**src/nora_trace_defines.svh**
```systemverilog
// cpu phase, trace buffer depth and trace record byte constants
`ifndef NORA_TRACE_DEFINES_SVH
`define NORA_TRACE_DEFINES_SVH

// cpu clock phasing, counted in clk6x cycles
`define CPU_CYCLE_PHASES    6       // clk6x cycles per cpu cycle
`define PHI2_RISE_PHASE     3       // cphi2 goes high, address latched
`define RELEASE_WR_PHASE    5       // last phase, write data valid

// trace buffer geometry
`define TRACE_DEPTH         8       // records kept
`define TRACE_PTR_W         3       // log2 of depth

// host side record layout
`define TRACE_BYTES         5       // status, data, addr lo, addr hi, bank
`define EMPTY_READ_BYTE     8'hFF   // returned when nothing is traced

`endif

```
**src/nora_trace_pkg.sv**
```systemverilog
// trace record struct, cpu status union and fill count type
`default_nettype none

package nora_trace_pkg;

    // 65C816 reading of the status byte
    typedef struct packed {
        logic flag_x;           // index reg width, sampled at phi2 rise
        logic flag_m;           // accu width, sampled at phi2 fall
        logic vpa;              // valid program address
        logic mln_n;            // memory lock
        logic vp_n;             // vector pull
        logic vda;              // valid data address
        logic ef;               // emulation flag
        logic rw_n;
    } c816_status_t;

    // 65C02 reading of the same byte
    typedef struct packed {
        logic       sob_at_latch;   // set-overflow pin at phi2 rise
        logic       sob_at_release; // set-overflow pin at end of cycle
        logic       sync;           // opcode fetch
        logic       mln_n;
        logic       vp_n;
        logic [1:0] rsvd;           // always 11 on a C02
        logic       rw_n;
    } c02_status_t;

    // one byte, two decodings; cpu type picks the view
    typedef union packed {
        c816_status_t c816;
        c02_status_t  c02;
    } cpu_status_u;

    // five bytes; low byte goes out first
    typedef struct packed {
        logic [7:0]  bank;      // 816 bank address, 0 on C02
        logic [15:0] addr;
        logic [7:0]  data;
        cpu_status_u status;
    } trace_rec_t;

    typedef logic [3:0] trace_level_t;  // 0..8 records held

endpackage

`default_nettype wire

```
**src/trace_rd_if.sv**
```systemverilog
// trace buffer to trace reader interface with buffer and reader modports
`timescale 1ns/100ps
`default_nettype none

interface trace_rd_if;
    import nora_trace_pkg::*;

    trace_rec_t   rec;      // head record, valid while !empty
    logic         empty;
    trace_level_t level;    // records held
    logic         pop;      // one cycle, drops the head

    // storage side
    modport buffer (
        output rec,
        output empty,
        output level,
        input  pop
    );

    // host side
    modport reader (
        input  rec,
        input  empty,
        input  level,
        output pop
    );

endinterface

`default_nettype wire

```
**src/cpu_phaser.sv**
```systemverilog
// cpu clock phase generator with address latch and write release strobes
`timescale 1ns/100ps
`default_nettype none

`include "nora_trace_defines.svh"

module cpu_phaser (
    input  wire  clk6x,
    input  wire  rst_n_i,
    input  wire  run_i,             // cpu may start a new cycle
    output logic cphi2_o,           // cpu clock
    output logic latch_ad_o,        // phi2 rising edge
    output logic release_wr_o       // end of the write phase
);
    localparam int PH_W = $clog2(`CPU_CYCLE_PHASES);

    logic [PH_W-1:0] phase;
    logic [PH_W-1:0] phase_nxt;

    // stall only in phase 0, a started cycle always completes
    always_comb
    begin
        if (phase == PH_W'(`CPU_CYCLE_PHASES - 1))
            phase_nxt = '0;                 // wrap
        else if ((phase == '0) && !run_i)
            phase_nxt = '0;                 // cpu held with phi2 low
        else
            phase_nxt = phase + 1'b1;
    end

    // decoded from the next phase so outputs line up with the counter
    always_ff @(posedge clk6x or negedge rst_n_i)
    begin
        if (!rst_n_i)
        begin
            phase        <= '0;
            cphi2_o      <= 1'b0;
            latch_ad_o   <= 1'b0;
            release_wr_o <= 1'b0;
        end
        else
        begin
            phase        <= phase_nxt;
            cphi2_o      <= (phase_nxt >= PH_W'(`PHI2_RISE_PHASE));    // high half
            latch_ad_o   <= (phase_nxt == PH_W'(`PHI2_RISE_PHASE));
            release_wr_o <= (phase_nxt == PH_W'(`RELEASE_WR_PHASE));
        end
    end

endmodule

`default_nettype wire

```
**src/cpu_bus_sampler.sv**
```systemverilog
// cpu bus sampler with 65C02 / 65C816 forcing rules and trace record push
`timescale 1ns/100ps
`default_nettype none

module cpu_bus_sampler (
    input  wire                      clk6x,
    input  wire                      rst_n_i,
    input  wire                      latch_ad_i,    // phi2 rise
    input  wire                      release_wr_i,  // end of cycle
    input  wire                      cputype02_i,   // 1 = 65C02, 0 = 65C816
    input  wire  [15:0]              cpu_ab_i,
    input  wire  [7:0]               cpu_db_i,      // bank at phi2 rise on 816
    input  wire                      csob_mx_i,     // sob on C02, m/x on 816
    input  wire                      csync_vpa_i,
    input  wire                      cmln_i,
    input  wire                      cvpn_i,
    input  wire                      cvda_i,
    input  wire                      cef_i,
    input  wire                      crwn_i,
    output logic                     push_o,
    output nora_trace_pkg::trace_rec_t push_rec_o
);
    import nora_trace_pkg::*;

    logic        cputype02_r;
    logic [15:0] addr_r;
    logic [7:0]  bank_r;
    logic [7:0]  data_r;
    logic        flag_x_r, flag_m_r;
    logic        vpa_r, mln_r, vpn_r, vda_r, ef_r, rwn_r;
    cpu_status_u status;

    // board strap, resampled every clock
    always_ff @(posedge clk6x or negedge rst_n_i)
    begin
        if (!rst_n_i)
        begin
            cputype02_r <= 1'b0;
            push_o      <= 1'b0;
        end
        else
        begin
            cputype02_r <= cputype02_i;
            push_o      <= release_wr_i;    // record complete one clock later
        end
    end

    // captured bus fields
    always_ff @(posedge clk6x)
    begin
        if (latch_ad_i)
        begin
            addr_r   <= cpu_ab_i;
            bank_r   <= cputype02_r ? 8'h00 : cpu_db_i;    // C02 has no bank
            flag_x_r <= csob_mx_i | cputype02_r | cef_i;   // 8-bit index in emulation
            vpa_r    <= csync_vpa_i;
            mln_r    <= cmln_i;
            vpn_r    <= cvpn_i;
            vda_r    <= cvda_i | cputype02_r;
            ef_r     <= cef_i | cputype02_r;
            rwn_r    <= crwn_i;
        end
        if (release_wr_i)
        begin
            data_r   <= cpu_db_i;                          // write data valid now
            flag_m_r <= csob_mx_i | cputype02_r | ef_r;    // m is valid at phi2 fall
        end
    end

    // status byte built in the view of the fitted cpu
    always_comb
    begin
        if (cputype02_r)
        begin
            status.c02.sob_at_latch   = flag_x_r;
            status.c02.sob_at_release = flag_m_r;
            status.c02.sync           = vpa_r;
            status.c02.mln_n          = mln_r;
            status.c02.vp_n           = vpn_r;
            status.c02.rsvd           = 2'b11;  // vda/ef positions, forced
            status.c02.rw_n           = rwn_r;
        end
        else
        begin
            status.c816.flag_x = flag_x_r;
            status.c816.flag_m = flag_m_r;
            status.c816.vpa    = vpa_r;
            status.c816.mln_n  = mln_r;
            status.c816.vp_n   = vpn_r;
            status.c816.vda    = vda_r;
            status.c816.ef     = ef_r;
            status.c816.rw_n   = rwn_r;
        end
    end

    assign push_rec_o.bank   = bank_r;
    assign push_rec_o.addr   = addr_r;
    assign push_rec_o.data   = data_r;
    assign push_rec_o.status = status;

endmodule

`default_nettype wire

```
**src/trace_fifo.sv**
```systemverilog
// circular trace buffer, keeps the newest records and drops the oldest when full
`timescale 1ns/100ps
`default_nettype none

`include "nora_trace_defines.svh"

module trace_fifo (
    input  wire                        clk6x,
    input  wire                        rst_n_i,
    input  wire                        push_i,
    input  nora_trace_pkg::trace_rec_t push_rec_i,
    trace_rd_if.buffer                 rd
);
    import nora_trace_pkg::*;

    trace_rec_t             mem [`TRACE_DEPTH];
    logic [`TRACE_PTR_W-1:0] wr_ptr;
    logic [`TRACE_PTR_W-1:0] rd_ptr;
    trace_level_t           count;
    logic                   full;
    logic                   do_pop;
    logic                   overwrite;

    assign full      = (count == trace_level_t'(`TRACE_DEPTH));
    assign do_pop    = rd.pop && !rd.empty;        // stray pop on empty ignored
    assign overwrite = push_i && full && !do_pop;  // oldest record lost

    // record store, no back-pressure on push
    always_ff @(posedge clk6x)
    begin
        if (push_i)
            mem[wr_ptr] <= push_rec_i;
    end

    always_ff @(posedge clk6x or negedge rst_n_i)
    begin
        if (!rst_n_i)
        begin
            wr_ptr <= '0;
            rd_ptr <= '0;
            count  <= '0;
        end
        else
        begin
            if (push_i)
                wr_ptr <= wr_ptr + 1'b1;    // wraps at depth
            if (do_pop || overwrite)
                rd_ptr <= rd_ptr + 1'b1;    // head moves with the writer on overflow

            // full + push keeps count at depth
            if (push_i && !do_pop && !full)
                count <= count + 1'b1;
            else if (do_pop && !push_i)
                count <= count - 1'b1;
        end
    end

    assign rd.rec   = mem[rd_ptr];  // head, meaningful while !empty
    assign rd.empty = (count == '0);
    assign rd.level = count;

endmodule

`default_nettype wire

```
**src/trace_reader.sv**
```systemverilog
// host side serializer, one record byte per read pulse, pops after the last byte
`timescale 1ns/100ps
`default_nettype none

`include "nora_trace_defines.svh"

module trace_reader (
    input  wire         clk6x,
    input  wire         rst_n_i,
    input  wire         rd_req_i,       // one cycle read pulse
    trace_rd_if.reader  rd,
    output logic [7:0]  byte_o,
    output logic        byte_valid_o
);
    localparam int IDX_W = $clog2(`TRACE_BYTES);

    logic [IDX_W-1:0] byte_idx;     // next byte of head record
    logic [7:0]       byte_sel;
    logic             last_byte;

    assign last_byte = (byte_idx == IDX_W'(`TRACE_BYTES - 1));

    // host byte order: status first, bank last
    always_comb
    begin
        case (byte_idx)
            3'd0:    byte_sel = rd.rec.status;
            3'd1:    byte_sel = rd.rec.data;
            3'd2:    byte_sel = rd.rec.addr[7:0];
            3'd3:    byte_sel = rd.rec.addr[15:8];
            3'd4:    byte_sel = rd.rec.bank;
            default: byte_sel = `EMPTY_READ_BYTE;
        endcase
    end

    always_ff @(posedge clk6x)
    begin
        if (rd_req_i)
            byte_o <= rd.empty ? `EMPTY_READ_BYTE : byte_sel;  // filler on empty
    end

    always_ff @(posedge clk6x or negedge rst_n_i)
    begin
        if (!rst_n_i)
        begin
            byte_idx     <= '0;
            byte_valid_o <= 1'b0;
            rd.pop       <= 1'b0;
        end
        else
        begin
            byte_valid_o <= rd_req_i;
            rd.pop       <= rd_req_i && !rd.empty && last_byte;  // with the bank byte
            if (rd_req_i && !rd.empty)
            begin
                if (last_byte)
                    byte_idx <= '0;     // next record starts at status
                else
                    byte_idx <= byte_idx + 1'b1;
            end
        end
    end

endmodule

`default_nettype wire

```
**src/nora_trace_top.sv**
```systemverilog
// cpu bus trace top: phaser, bus sampler, trace buffer and trace reader
`timescale 1ns/100ps
`default_nettype none

module nora_trace_top (
    input  wire                          clk6x,
    input  wire                          rst_n_i,
    input  wire                          run_i,         // run/stop request
    input  wire                          cputype02_i,   // 1 = 65C02 fitted
    // cpu bus
    input  wire  [15:0]                  cpu_ab_i,
    input  wire  [7:0]                   cpu_db_i,
    input  wire                          csob_mx_i,
    input  wire                          csync_vpa_i,
    input  wire                          cmln_i,
    input  wire                          cvpn_i,
    input  wire                          cvda_i,
    input  wire                          cef_i,
    input  wire                          crwn_i,
    // host read side
    input  wire                          rd_req_i,
    output logic                         cphi2_o,
    output logic [7:0]                   byte_o,
    output logic                         byte_valid_o,
    output nora_trace_pkg::trace_level_t trace_level_o
);
    import nora_trace_pkg::*;

    logic       latch_ad;       // phi2 rise
    logic       release_wr;     // end of cpu cycle
    logic       push;
    trace_rec_t push_rec;

    trace_rd_if rd_bus ();

    cpu_phaser phaser_i (
        .clk6x        (clk6x),
        .rst_n_i      (rst_n_i),
        .run_i        (run_i),
        .cphi2_o      (cphi2_o),
        .latch_ad_o   (latch_ad),
        .release_wr_o (release_wr)
    );

    cpu_bus_sampler sampler_i (
        .clk6x        (clk6x),
        .rst_n_i      (rst_n_i),
        .latch_ad_i   (latch_ad),
        .release_wr_i (release_wr),
        .cputype02_i  (cputype02_i),
        .cpu_ab_i     (cpu_ab_i),
        .cpu_db_i     (cpu_db_i),
        .csob_mx_i    (csob_mx_i),
        .csync_vpa_i  (csync_vpa_i),
        .cmln_i       (cmln_i),
        .cvpn_i       (cvpn_i),
        .cvda_i       (cvda_i),
        .cef_i        (cef_i),
        .crwn_i       (crwn_i),
        .push_o       (push),
        .push_rec_o   (push_rec)
    );

    trace_fifo fifo_i (
        .clk6x      (clk6x),
        .rst_n_i    (rst_n_i),
        .push_i     (push),
        .push_rec_i (push_rec),
        .rd         (rd_bus.buffer)
    );

    trace_reader reader_i (
        .clk6x        (clk6x),
        .rst_n_i      (rst_n_i),
        .rd_req_i     (rd_req_i),
        .rd           (rd_bus.reader),
        .byte_o       (byte_o),
        .byte_valid_o (byte_valid_o)
    );

    assign trace_level_o = rd_bus.level;    // fill count for the host

endmodule

`default_nettype wire

```
**config.mk**
```make
export PLATFORM = sky130hd
export DESIGN_NAME = nora_trace_top
export DESIGN_NICKNAME = d
export VERILOG_FILES = /design/src/nora_trace_pkg.sv /design/src/trace_rd_if.sv /design/src/cpu_phaser.sv /design/src/cpu_bus_sampler.sv /design/src/trace_fifo.sv /design/src/trace_reader.sv /design/src/nora_trace_top.sv
export VERILOG_INCLUDE_DIRS = /design/src /design/src/src
export SDC_FILE = /design/constraint.sdc
export NUM_CORES = 1
export LEC_CHECK = 0
export BUFFER_PORTS_ARGS = -buffer_cell sky130_fd_sc_hd__buf_2
export CAP_MARGIN = 10
export CORE_UTILIZATION = 50
export DETAILED_ROUTE_END_ITERATION = 12
export GPL_ROUTABILITY_DRIVEN = 1
export GPL_TIMING_DRIVEN = 0
export PLACE_DENSITY_LB_ADDON = 0.1
export SLEW_MARGIN = 20
export SYNTH_ARGS = -nofsm -noshare
export SYNTH_HDL_FRONTEND = slang
export SYNTH_HIERARCHICAL = 1
export SYNTH_SLANG_ARGS = --single-unit
```
**constraint.sdc**
```tcl
create_clock -name clk6x -period 6.3 [get_ports clk6x]
set_input_delay 1.89 -clock clk6x [delete_from_list [all_inputs] [get_ports clk6x]]
set_output_delay 1.89 -clock clk6x [all_outputs]
set_load 0.03 [all_outputs]
```
==> results of run 1 <==
[registers in the layout, summed over array words and instances, names as in the netlist, 3 cells and up]
signal and count:
fifo_i/rd.level 4, sampler_i/data_r 8, phaser_i/phase 3, sampler_i/addr_r 16, fifo_i/wr_ptr 3, sampler_i/bank_r 8
reader_i/byte_o 8, fifo_i/mem 320, reader_i/byte_idx 3, fifo_i/rd_ptr 3
[final cells by class]
type | instances | share of cell area, %
repair buffers | 75 | 3.93
flip-flops and latches | 391 | 65.8
plain buffers | 35 | 1.37
clock inverters | 19 | 0.829
inverters | 8 | 0.170
well taps | 390 | 2.76
clock buffers | 52 | 6.16
multi-input cells | 253 | 18.9
[layer usage]
metal | global-route usage, % | up-vias
li1 | - | 3072
met1 | 29.5 | 3764
met4 | 4.96 | 0
met5 | 0 | -
met3 | 3.53 | 40
met2 | 36.3 | 209
[worst register-to-register path, delay by kind of cell (launching register included)]
kind                   cells  cell delay (ns)
buffers and inverters      2             0.87
muxes                      3             1.04
DFF                        1             0.35
AOI/OAI and AO/OA          1             0.24
and+or+nand+nor            1             0.16
[report_power, final]
part | internal (uW) | leakage, uW | switching [uW]
sequential | 3210 | 0.00360 | 199
combinational | 997 | 0.00163 | 1140
clock | 1300 | 0.000604 | 920
total | 5500 | 0.00584 | 2260
[synth_stat cells (all sizes together)]
library cell | n | share of area, %
a211oi | 4 | 0.23
nand2b | 8 | 0.38
o22ai | 1 | 0.082
inv | 8 | 0.20
or3 | 3 | 0.12
a21o | 1 | 0.049
a21oi | 1 | 0.058
nand2 | 17 | 0.42
o21ai | 4 | 0.13
o211ai | 1 | 0.049
or2 | 4 | 0.16
edfxtp | 368 | 73
ha | 12 | 0.99
a22o | 2 | 0.12
nor2 | 12 | 0.30
a2bb2oi | 1 | 0.058
or3b | 1 | 0.058
o21bai | 2 | 0.099
fa | 1 | 0.13
a22oi | 2 | 0.099
and2b | 2 | 0.099
xnor2 | 3 | 0.17
buf | 27 | 1.4
o221ai | 1 | 0.058
clkbuf | 8 | 0.21
xor2 | 4 | 0.23
nand3b | 1 | 0.049
nand3 | 10 | 0.33
mux4 | 80 | 12
a222oi | 6 | 0.40
o22a | 1 | 0.058
mux2 | 53 | 4.0
dfrtp | 23 | 3.8
a31oi | 1 | 0.082
nor3 | 4 | 0.13
nor2b | 9 | 0.37
mux2i | 1 | 0.066
[through the flow]
stage	instances	hold WS [ns]	setup TNS [ns]
after floorplan	687	0.500	0
after global placement	1126	0.527	-84.90
after detailed placement	1152	0.525	0
after CTS	1223	0.539	0
after global routing	1223	0.586	0
final	1223	0.536	0
[cell families after synthesis]
group                      after synthesis
and+or+nand+nor                         71
adders and majority gates               13
DFF                                    391
buffers and inverters                   43
xor gates and xnor gates                 7
AOI/OAI and AO/OA                       28
muxes                                  134
[worst max-delay path by stage]
stage | startpoint | slack (ns) | end
2_1_floorplan | sampler_i/push_o | 2.37 | fifo_i/mem[0][0]
3_3_place_gp | sampler_i/push_o | -1.07 | fifo_i/mem[0][25]
3_5_place_dp | fifo_i/rd_ptr[1] | 3.33 | reader_i/byte_o[0]
4_1_cts | fifo_i/rd.level[3] | 3.15 | trace_level_o[3]
5_1_grt | fifo_i/rd.level[0] | 3.11 | trace_level_o[0]
6_report | fifo_i/rd.level[0] | 3.16 | trace_level_o[0]
==> out/metrics.csv, run 1 <==
metric;value;unit
Final setup violation count;0;
vias in the first global route;7412;
Pwr Total;7760;uW
metal2 WL;16.4;mm
routability congestion estimate;0.844;
wl on met1;13.2;mm
Ant. Diodes;0;
FF/Latch Area;11600;um2
CTS Buf Count;40;
Std-Cell Rows;63;
Synth Cell Area;15200;um2
maxcap violations;0;
area of the multi-input gates;3350;um2
DRT iter0 DRCs;617;
core area;29800;um2
synth unique cells;47;
Layout fillers;2122;
Adder-Cell Fraction of Synth Area;1.12;%
Slew Limit Headroom;44.9;%
drt total wl;31.7;mm
# IOs;50;
WHS Path Cells;1;
Finished Cell Area;17700;um2
worst hold-check path type;reg2reg;
H-tree depth;2;
DRC Markers;0;
clk root buf;clkbuf_16;
Cells after Synth;687;
synth warn;6;
Starting Density;51.0;%
crit-path cells;buf_2;
worst-skew pair later-pin latency;0.52;ns
post-detail-place hpwl;20.7;mm
Slew @ Worst Pin;0.826;ns
hold path endpoint;sampler_i/flag_m_r;
clk buf depth;3;
r2r endpoint;reader_i/byte_o[0];
CP startpoint kind;flip-flop;
slowest CP cell;dfrtp_1;
synthesized flop and latch total;391;
commonest non-fill, non-tap cells in the layout;edfxtp_1, mux4_2, buf_2;
leakage;0.00584;uW
first-pass GRT wire length;47.4;mm
WP data arrival;1.25;ns
DR vias;7085;
RR Startpoint;fifo_i/rd_ptr[1];
Die H;176;um
Fmax;0.319;GHz
cell area power density;439;nW/um2
DIE WIDTH;176;um
Placed Area;16400;um2
CP Buf/Inv Count;1;
post-synth net total;736;
Post-CTS Setup Inserts;0;
sequential cell area fraction in the yosys report;76.5;%
Post-DRT Antenna Nets;0;
largest family of logic cells by synthesized area;multiplexers;
CP Capture Type;output port;
Critical Path Stages;1;
Area Overhead vs Synth;16.3;%
largest net degree at the start of global routing;24;
reg2reg setup slack;3.36;ns
CP top delay family;flip-flops;
simple-gate share of the synthesized area;2.42;%
synthesized area per cell;22.1;um2
Hold Crit Start;sampler_i/ef_r;
Wirelength per Cell;25.9;um
clk slew on worst S/H paths;0.06;ns
remaining global-route overflow;0;
Synth Area in XOR/XNOR;0.404;%
outcome;finished, final reports clean;
Compound-Gate Fraction of Synth Area;1.57;%
Worst Path Required;4.41;ns
CTS tree;done;
Total Routing Usage GR;21.5;%
VDD IR-drop max;218;uV
top sig layer;met4;
Hold Fails Final Rpt;0;
CP peak stage delay;0.48;ns
r2r worst-path depth;7;
share of layout cells above drive strength 1;34.3;%
DR WL met3;1.72;mm
post-CTS sizing;0;
fin crit share;49.8;%
WS Path Type;reg2out;
IO buf count;49;
initial antenna violation count;0;
fin. max-slew vios;0;
hold buffers post-CTS;0;
crit-path max FO;6;
Vias per Instance;5.79;
commonest non-fill, non-tap cell in the layout;edfxtp_1;
Final Skew;0.0141;ns
mux cell area share after synthesis;16.2;%
post-layout minimum cycle time;3.14;ns
setup ws final;3.16;ns
die area;31100;um2
RSZ-0062 raised after global routing;false;
First-pass DRT Iterations;5;
Num Clock Sinks;391;
pre-CTS setup slack;3.33;ns
Final #Nets;853;
Post-Route Utilization;59.3;%
Note: power is estimated with default switching activity, not from simulation.
==> run 2, diff against run 1 <==
==> constraint.sdc (replaced) <==
create_clock -name clk6x -period 2.55 [get_ports clk6x]
set_input_delay 0.765 -clock clk6x [delete_from_list [all_inputs] [get_ports clk6x]]
set_output_delay 0.765 -clock clk6x [all_outputs]
set_load 0.03 [all_outputs]
==> out/metrics.csv, run 2 (synthesis gave the netlist of run 1 again) <==
metric;value;unit;change
outcome;finished, final reports clean;;
Clk network pwr share;28.7;%;about the same
top flop regs;fifo_i/mem: 320 flops, sampler_i/addr_r: 16 flops;;
CTS Buf Count;41;;+2.5%
DRT iter0 DRCs;503;;-18%
Finished Cell Area;18100;um2;+2.7%
routability congestion estimate;0.858;;+1.7%
CP Capture Type;flip-flop;;
remaining global-route overflow;0;;unchanged
initial antenna violation count;0;;unchanged
Fmax;0.394;GHz;
Setup TNS Final;0;ns;unchanged
cell area power density;1110;nW/um2;+150%
Gate power share;29.4;%;+1.8 points
First-pass DRT Iterations;5;;unchanged
post-detail-place hpwl;20.3;mm;-2.1%
H-tree depth;2;;unchanged
RSZ-0062 raised after global routing;true;;
Std-Cell Rows;63;;unchanged
fin crit share;99.5;%;
Total Routing Usage GR;21.4;%;-0.12 points
CP startpoint kind;flip-flop;;
Seq pwr share;41.9;%;-2.0 points
commonest non-fill, non-tap cell in the layout;edfxtp_1;;
Die H;176;um;unchanged
vias in the first global route;7463;;+0.69%
crit-path max FO;10;;+4
Area Overhead vs Synth;19.4;%;
WP data arrival;2.78;ns;+1.53 ns
Ant. Diodes;0;;unchanged
Wirelength per Cell;25.9;um;about the same
worst-skew pair later-pin latency;0.52;ns;about the same
Sw Ratio;28.7;%;-0.40 points
clk root buf;clkbuf_16;;
post-layout minimum cycle time;2.54;ns;
share of layout cells above drive strength 1;37.8;%;+3.5 points
Final Skew;0.0223;ns;+0.00820 ns
Num Clock Sinks;391;;unchanged
max reg flops;320;;unchanged
Slew @ Worst Pin;0.720;ns;-0.106 ns
die area;31100;um2;unchanged
drt total wl;32.0;mm;+0.80%
Most flops, register;fifo_i/mem;;
worst hold-check path type;in2async;;
Worst Path Required;2.79;ns;-1.62 ns
Final setup violation count;0;;unchanged
Layout fillers;2088;;-1.6%
first-pass GRT wire length;47.3;mm;-0.25%
DIE WIDTH;176;um;unchanged
Vias per Instance;5.78;;-0.23%
DR vias;7132;;+0.66%
DRC Markers;0;;unchanged
# IOs;50;;unchanged
Slew Limit Headroom;52.0;%;+7.1 points
NetSw;5800;uW;+160%
maxcap violations;0;;unchanged
CTS tree;done;;
largest net degree at the start of global routing;24;;unchanged
Hold Fails Final Rpt;0;;unchanged
IO buf count;49;;unchanged
Final #Nets;865;;+1.4%
Placed Area;16500;um2;+0.30%
core area;29800;um2;unchanged
clk buf depth;3;;unchanged
fin. max-slew vios;0;;unchanged
clk slew on worst S/H paths;0.06;ns;about the same
leakage;0.00605;uW;+3.6%
WS Path Type;reg2reg;;
Int Power;14400;uW;+160%
VDD IR-drop max;797;uV;+260%
commonest non-fill, non-tap cells in the layout;edfxtp_1, mux4_2, buf_2;;
Starting Density;51.0;%;unchanged
Post-DRT Antenna Nets;0;;unchanged
[run 2: layer usage]
metal | vias up | part of all wire (%) | global-route usage [%]
met2 | 231 | 50 | 35.7
met1 | 3762 | 42 | 29.2
met5 | - | 0 | 0
met3 | 48 | 5.8 | 3.75
met4 | 0 | 1.8 | 5.83
li1 | 3091 | - | -
[run 2: final timing paths]
check / startpoint / end / slack, ns / depth (start not counted)
worst max-delay path: fifo_i/rd_ptr[0] / reader_i/byte_o[3] / 0.01 / 7
worst min-delay path: rst_n_i / fifo_i/rd.level[3] / 0.27 / 1
worst max register to register: fifo_i/rd_ptr[0] / reader_i/byte_o[3] / 0.01 / 7
worst min register to register: fifo_i/rd.level[0] / fifo_i/rd.level[0] / 0.55 / 1
max in group asynchronous: rst_n_i / fifo_i/rd.level[0] / 1.81 / 1
min in group clk6x: cputype02_i / sampler_i/cputype02_r / 0.36 / 1
[run 2: worst max-delay path: stages (launching register included)]
cell      delay (ns)
dfrtp_1         0.40
buf_12          0.17
buf_16          0.16
mux4_2          0.50
mux2_4          0.30
mux2_4          0.31
a222oi_1        0.25
nand3_1         0.14
[run 2: repair_timing]
action	4_1_cts	5_1_grt
buffers inserted	4	11
setup endpoints to repair	9	8
gates cloned	0	1
hold buffers	0	0
pin swaps	0	9
resized for setup	21	34
[run 2: stage by stage]
| step | util, % | instances | total power (uW) | setup WS, ns | hold WS [ns] |
|---|---|---|---|---|---|
| 6_report | 60.9 | 1234 | 20200 | 0.0134 | 0.274 |
| 5_1_grt | 60.9 | 1234 | 21000 | -0.0741 | 0.305 |
| 4_1_cts | 60.0 | 1222 | 19900 | -0.0155 | 0.276 |
| 3_5_place_dp | 55.3 | 1147 | 13900 | -0.370 | 0.536 |
| 3_3_place_gp | 53.5 | 1126 | 13600 | -2.55 | 0.535 |
| 2_1_floorplan | - | 687 | 12100 | -0.305 | 0.469 |
[run 2: cell type report]
cell class	instances	area, um2	area share (%)
sequential	391	11600	64.1
timing repair buffer	86	880	4.85
inverter	8	30.0	0.166
clock inverter	15	150	0.828
multi-input combinational	253	3430	18.9
clock buffer	56	1170	6.48
buffer	35	353	1.95
tap	390	488	2.69
[run 2: power by group through the flow]
stage	sequential (uW)	clock, uW	combinational (uW)
after global placement	8570	0	5010
after detailed placement	8570	0	5340
final	8460	5810	5940
after CTS	8450	5910	5500
after floorplan	8620	0	3450
after global routing	8550	6120	6320
==> run 3, diff against run 2 <==
--- a/config.mk
+++ b/config.mk
@@ -8,11 +8,13 @@
 export LEC_CHECK = 0
 export BUFFER_PORTS_ARGS = -buffer_cell sky130_fd_sc_hd__buf_2
 export CAP_MARGIN = 10
+export CORE_ASPECT_RATIO = 0.9
 export CORE_UTILIZATION = 50
 export DETAILED_ROUTE_END_ITERATION = 12
 export GPL_ROUTABILITY_DRIVEN = 1
 export GPL_TIMING_DRIVEN = 0
 export PLACE_DENSITY_LB_ADDON = 0.1
+export SETUP_SLACK_MARGIN = 0.3
 export SLEW_MARGIN = 20
 export SYNTH_ARGS = -nofsm -noshare
 export SYNTH_HDL_FRONTEND = slang
==> out/metrics.csv, run 3 (synthesis gave the netlist of run 1 again) <==
metric;value;unit;change
CTS tree;done;;
post-layout minimum cycle time;2.52;ns;-0.0181 ns
Finished Cell Area;18500;um2;+2.2%
worst-skew pair later-pin latency;0.53;ns;about the same
Starting Density;50.8;%;-0.14 points
clk slew on worst S/H paths;0.06;ns;about the same
fin crit share;98.8;%;-0.71 points
Int Power;15000;uW;+4.0%
Wirelength per Cell;25.4;um;-2.0%
area of the multi-input gates;3480;um2;+1.5%
Slew @ Worst Pin;0.752;ns;+0.0325 ns
final non-filler cell total;1274;;+3.2%
CTS Buf Count;40;;-2.4%
Clk network pwr share;29.2;%;+0.5 points
CP startpoint kind;flip-flop;;
IO buf count;49;;unchanged
fin. max-slew vios;0;;unchanged
Post-DRT Antenna Nets;0;;unchanged
CP Capture Type;flip-flop;;
WS Path Type;reg2reg;;
Std-Cell Rows;60;;-4.8%
crit-path max FO;7;;-3
Hold Fails Final Rpt;0;;unchanged
Final #Nets;888;;+2.7%
Final Skew;0.0113;ns;-0.0110 ns
Placed Area;16600;um2;+0.49%
Total Routing Usage GR;22.0;%;+0.61 points
H-tree depth;2;;unchanged
remaining global-route overflow;0;;unchanged
r2r worst-path depth;7;;unchanged
Worst Path Required;2.78;ns;about the same
leakage;0.00626;uW;+3.5%
Die H;167;um;-5.1%
Ant. Diodes;0;;unchanged
top flop regs;fifo_i/mem: 320 flops, sampler_i/addr_r: 16 flops;;
vias in the first global route;7516;;+0.71%
DRT iter0 DRCs;519;;+3.2%
Vias per Instance;5.71;;-1.1%
hold buffers post-CTS;0;;unchanged
clk buf depth;3;;unchanged
DR vias;7280;;+2.1%
Sw Ratio;28.4;%;-0.33 points
maxcap violations;0;;unchanged
WP data arrival;2.75;ns;-0.03 ns
post-detail-place hpwl;20.7;mm;+2.1%
core area;29900;um2;+0.28%
share of layout cells above drive strength 1;40.4;%;+2.6 points
worst hold slack;0.246;ns;-0.0270 ns
Most flops, register;fifo_i/mem;;
drt total wl;32.4;mm;+1.1%
max reg flops;320;;unchanged
First-pass DRT Iterations;5;;unchanged
initial antenna violation count;0;;unchanged
FF/Latch Area;11600;um2;about the same
die area;31100;um2;about the same
outcome;finished, final reports clean;;
DIE WIDTH;186;um;+5.3%
clk root buf;clkbuf_16;;
commonest non-fill, non-tap cells in the layout;edfxtp_1, mux4_2, buf_2;;
first-pass GRT wire length;48.6;mm;+2.7%
Fmax;0.397;GHz;+0.72%
Setup TNS Final;0;ns;unchanged
placed insts;1164;;+1.5%
# IOs;50;;unchanged
RSZ-0062 raised after global routing;true;;
Num Clock Sinks;391;;unchanged
largest net degree at the start of global routing;24;;unchanged
Layout fillers;2079;;-0.43%
routability congestion estimate;0.817;;-4.9%
Seq pwr share;40.2;%;-1.7 points
cell area power density;1130;nW/um2;+1.3%
DRC Markers;0;;unchanged
VDD IR-drop max;964;uV;+21%
Final setup violation count;0;;unchanged
Area Overhead vs Synth;22.0;%;
Gate power share;30.6;%;+1.2 points
Pwr Total;20900;uW;+3.6%
commonest non-fill, non-tap cell in the layout;edfxtp_1;;
Slew Limit Headroom;49.8;%;-2.2 points
NetSw;5940;uW;+2.4%
worst hold-check path type;in2async;;
==> run 3: cell count changes in the layout (fill, tap and decap cells not counted), sizes merged <==
cell and change:
inv +1, buf +25, clkinvlp -1, clkbuf -2, bufinv +4
==> run 3: area by class of cell <==
type,instances,area share (%)
Tap cell,403,2.72
Multi-Input combinational cell,253,18.8
Inverter,8,0.162
Clock buffer,55,6.04
Clock inverter,19,1.49
Buffer,35,1.94
Timing Repair Buffer,110,6.12
Sequential cell,391,62.8
==> run 3: routing by layer <==
metal / up-vias / track usage (%) / routed length [um]
li1: 3143 / - / -
met5: - / 0 / 0
met2: 217 / 34.8 / 15700
met3: 40 / 3.96 / 1620
met4: 0 / 5.02 / 623
met1: 3880 / 32.2 / 14400
==> run 3: worst paths after layout <==
check | startpoint | endpoint | slack [ns]
min | rst_n_i | phaser_i/cphi2_o | 0.25
max | fifo_i/rd_ptr[0] | reader_i/byte_o[2] | 0.03
min in group clk6x | cputype02_i | sampler_i/cputype02_r | 0.35
max in group asynchronous | rst_n_i | fifo_i/rd.level[0] | 1.85
max reg2reg | fifo_i/rd_ptr[0] | reader_i/byte_o[2] | 0.03
min reg2reg | sampler_i/ef_r | sampler_i/flag_m_r | 0.55
==> run 3: metrics by stage <==
step	utilization (%)	setup WS [ns]
6_report	62.0	0.0315
5_1_grt	62.0	-0.0658
4_1_cts	61.8	0.0592
3_5_place_dp	55.4	-0.465
3_3_place_gp	53.4	-2.53
2_1_floorplan	-	-0.305
==> run 3: worst max-delay path: stages, from the launching register on <==
cell and delay [ns]:
dfrtp_1 0.39, buf_12 0.17, buf_12 0.14, mux4_2 0.50, mux2_4 0.31, mux2_4 0.29
a222oi_1 0.25, nand3_1 0.17
==> run 3: power by group through the flow <==
| stage | sequential, uW | clock, uW | combinational (uW) |
|---|---|---|---|
| final | 8420 | 6110 | 6400 |
| after global routing | 8490 | 6460 | 6830 |
| after CTS | 8410 | 6220 | 6350 |
| after detailed placement | 8550 | 0 | 5440 |
| after global placement | 8560 | 0 | 5080 |
| after floorplan | 8620 | 0 | 3490 |
==> run 3: what timing repair did <==
item                                    CTS  global route
buffers inserted                         30             4
pin swaps                                22            12
gates resized for setup                  57             8
cloned                                    2             0
endpoints found under the setup margin   47            22
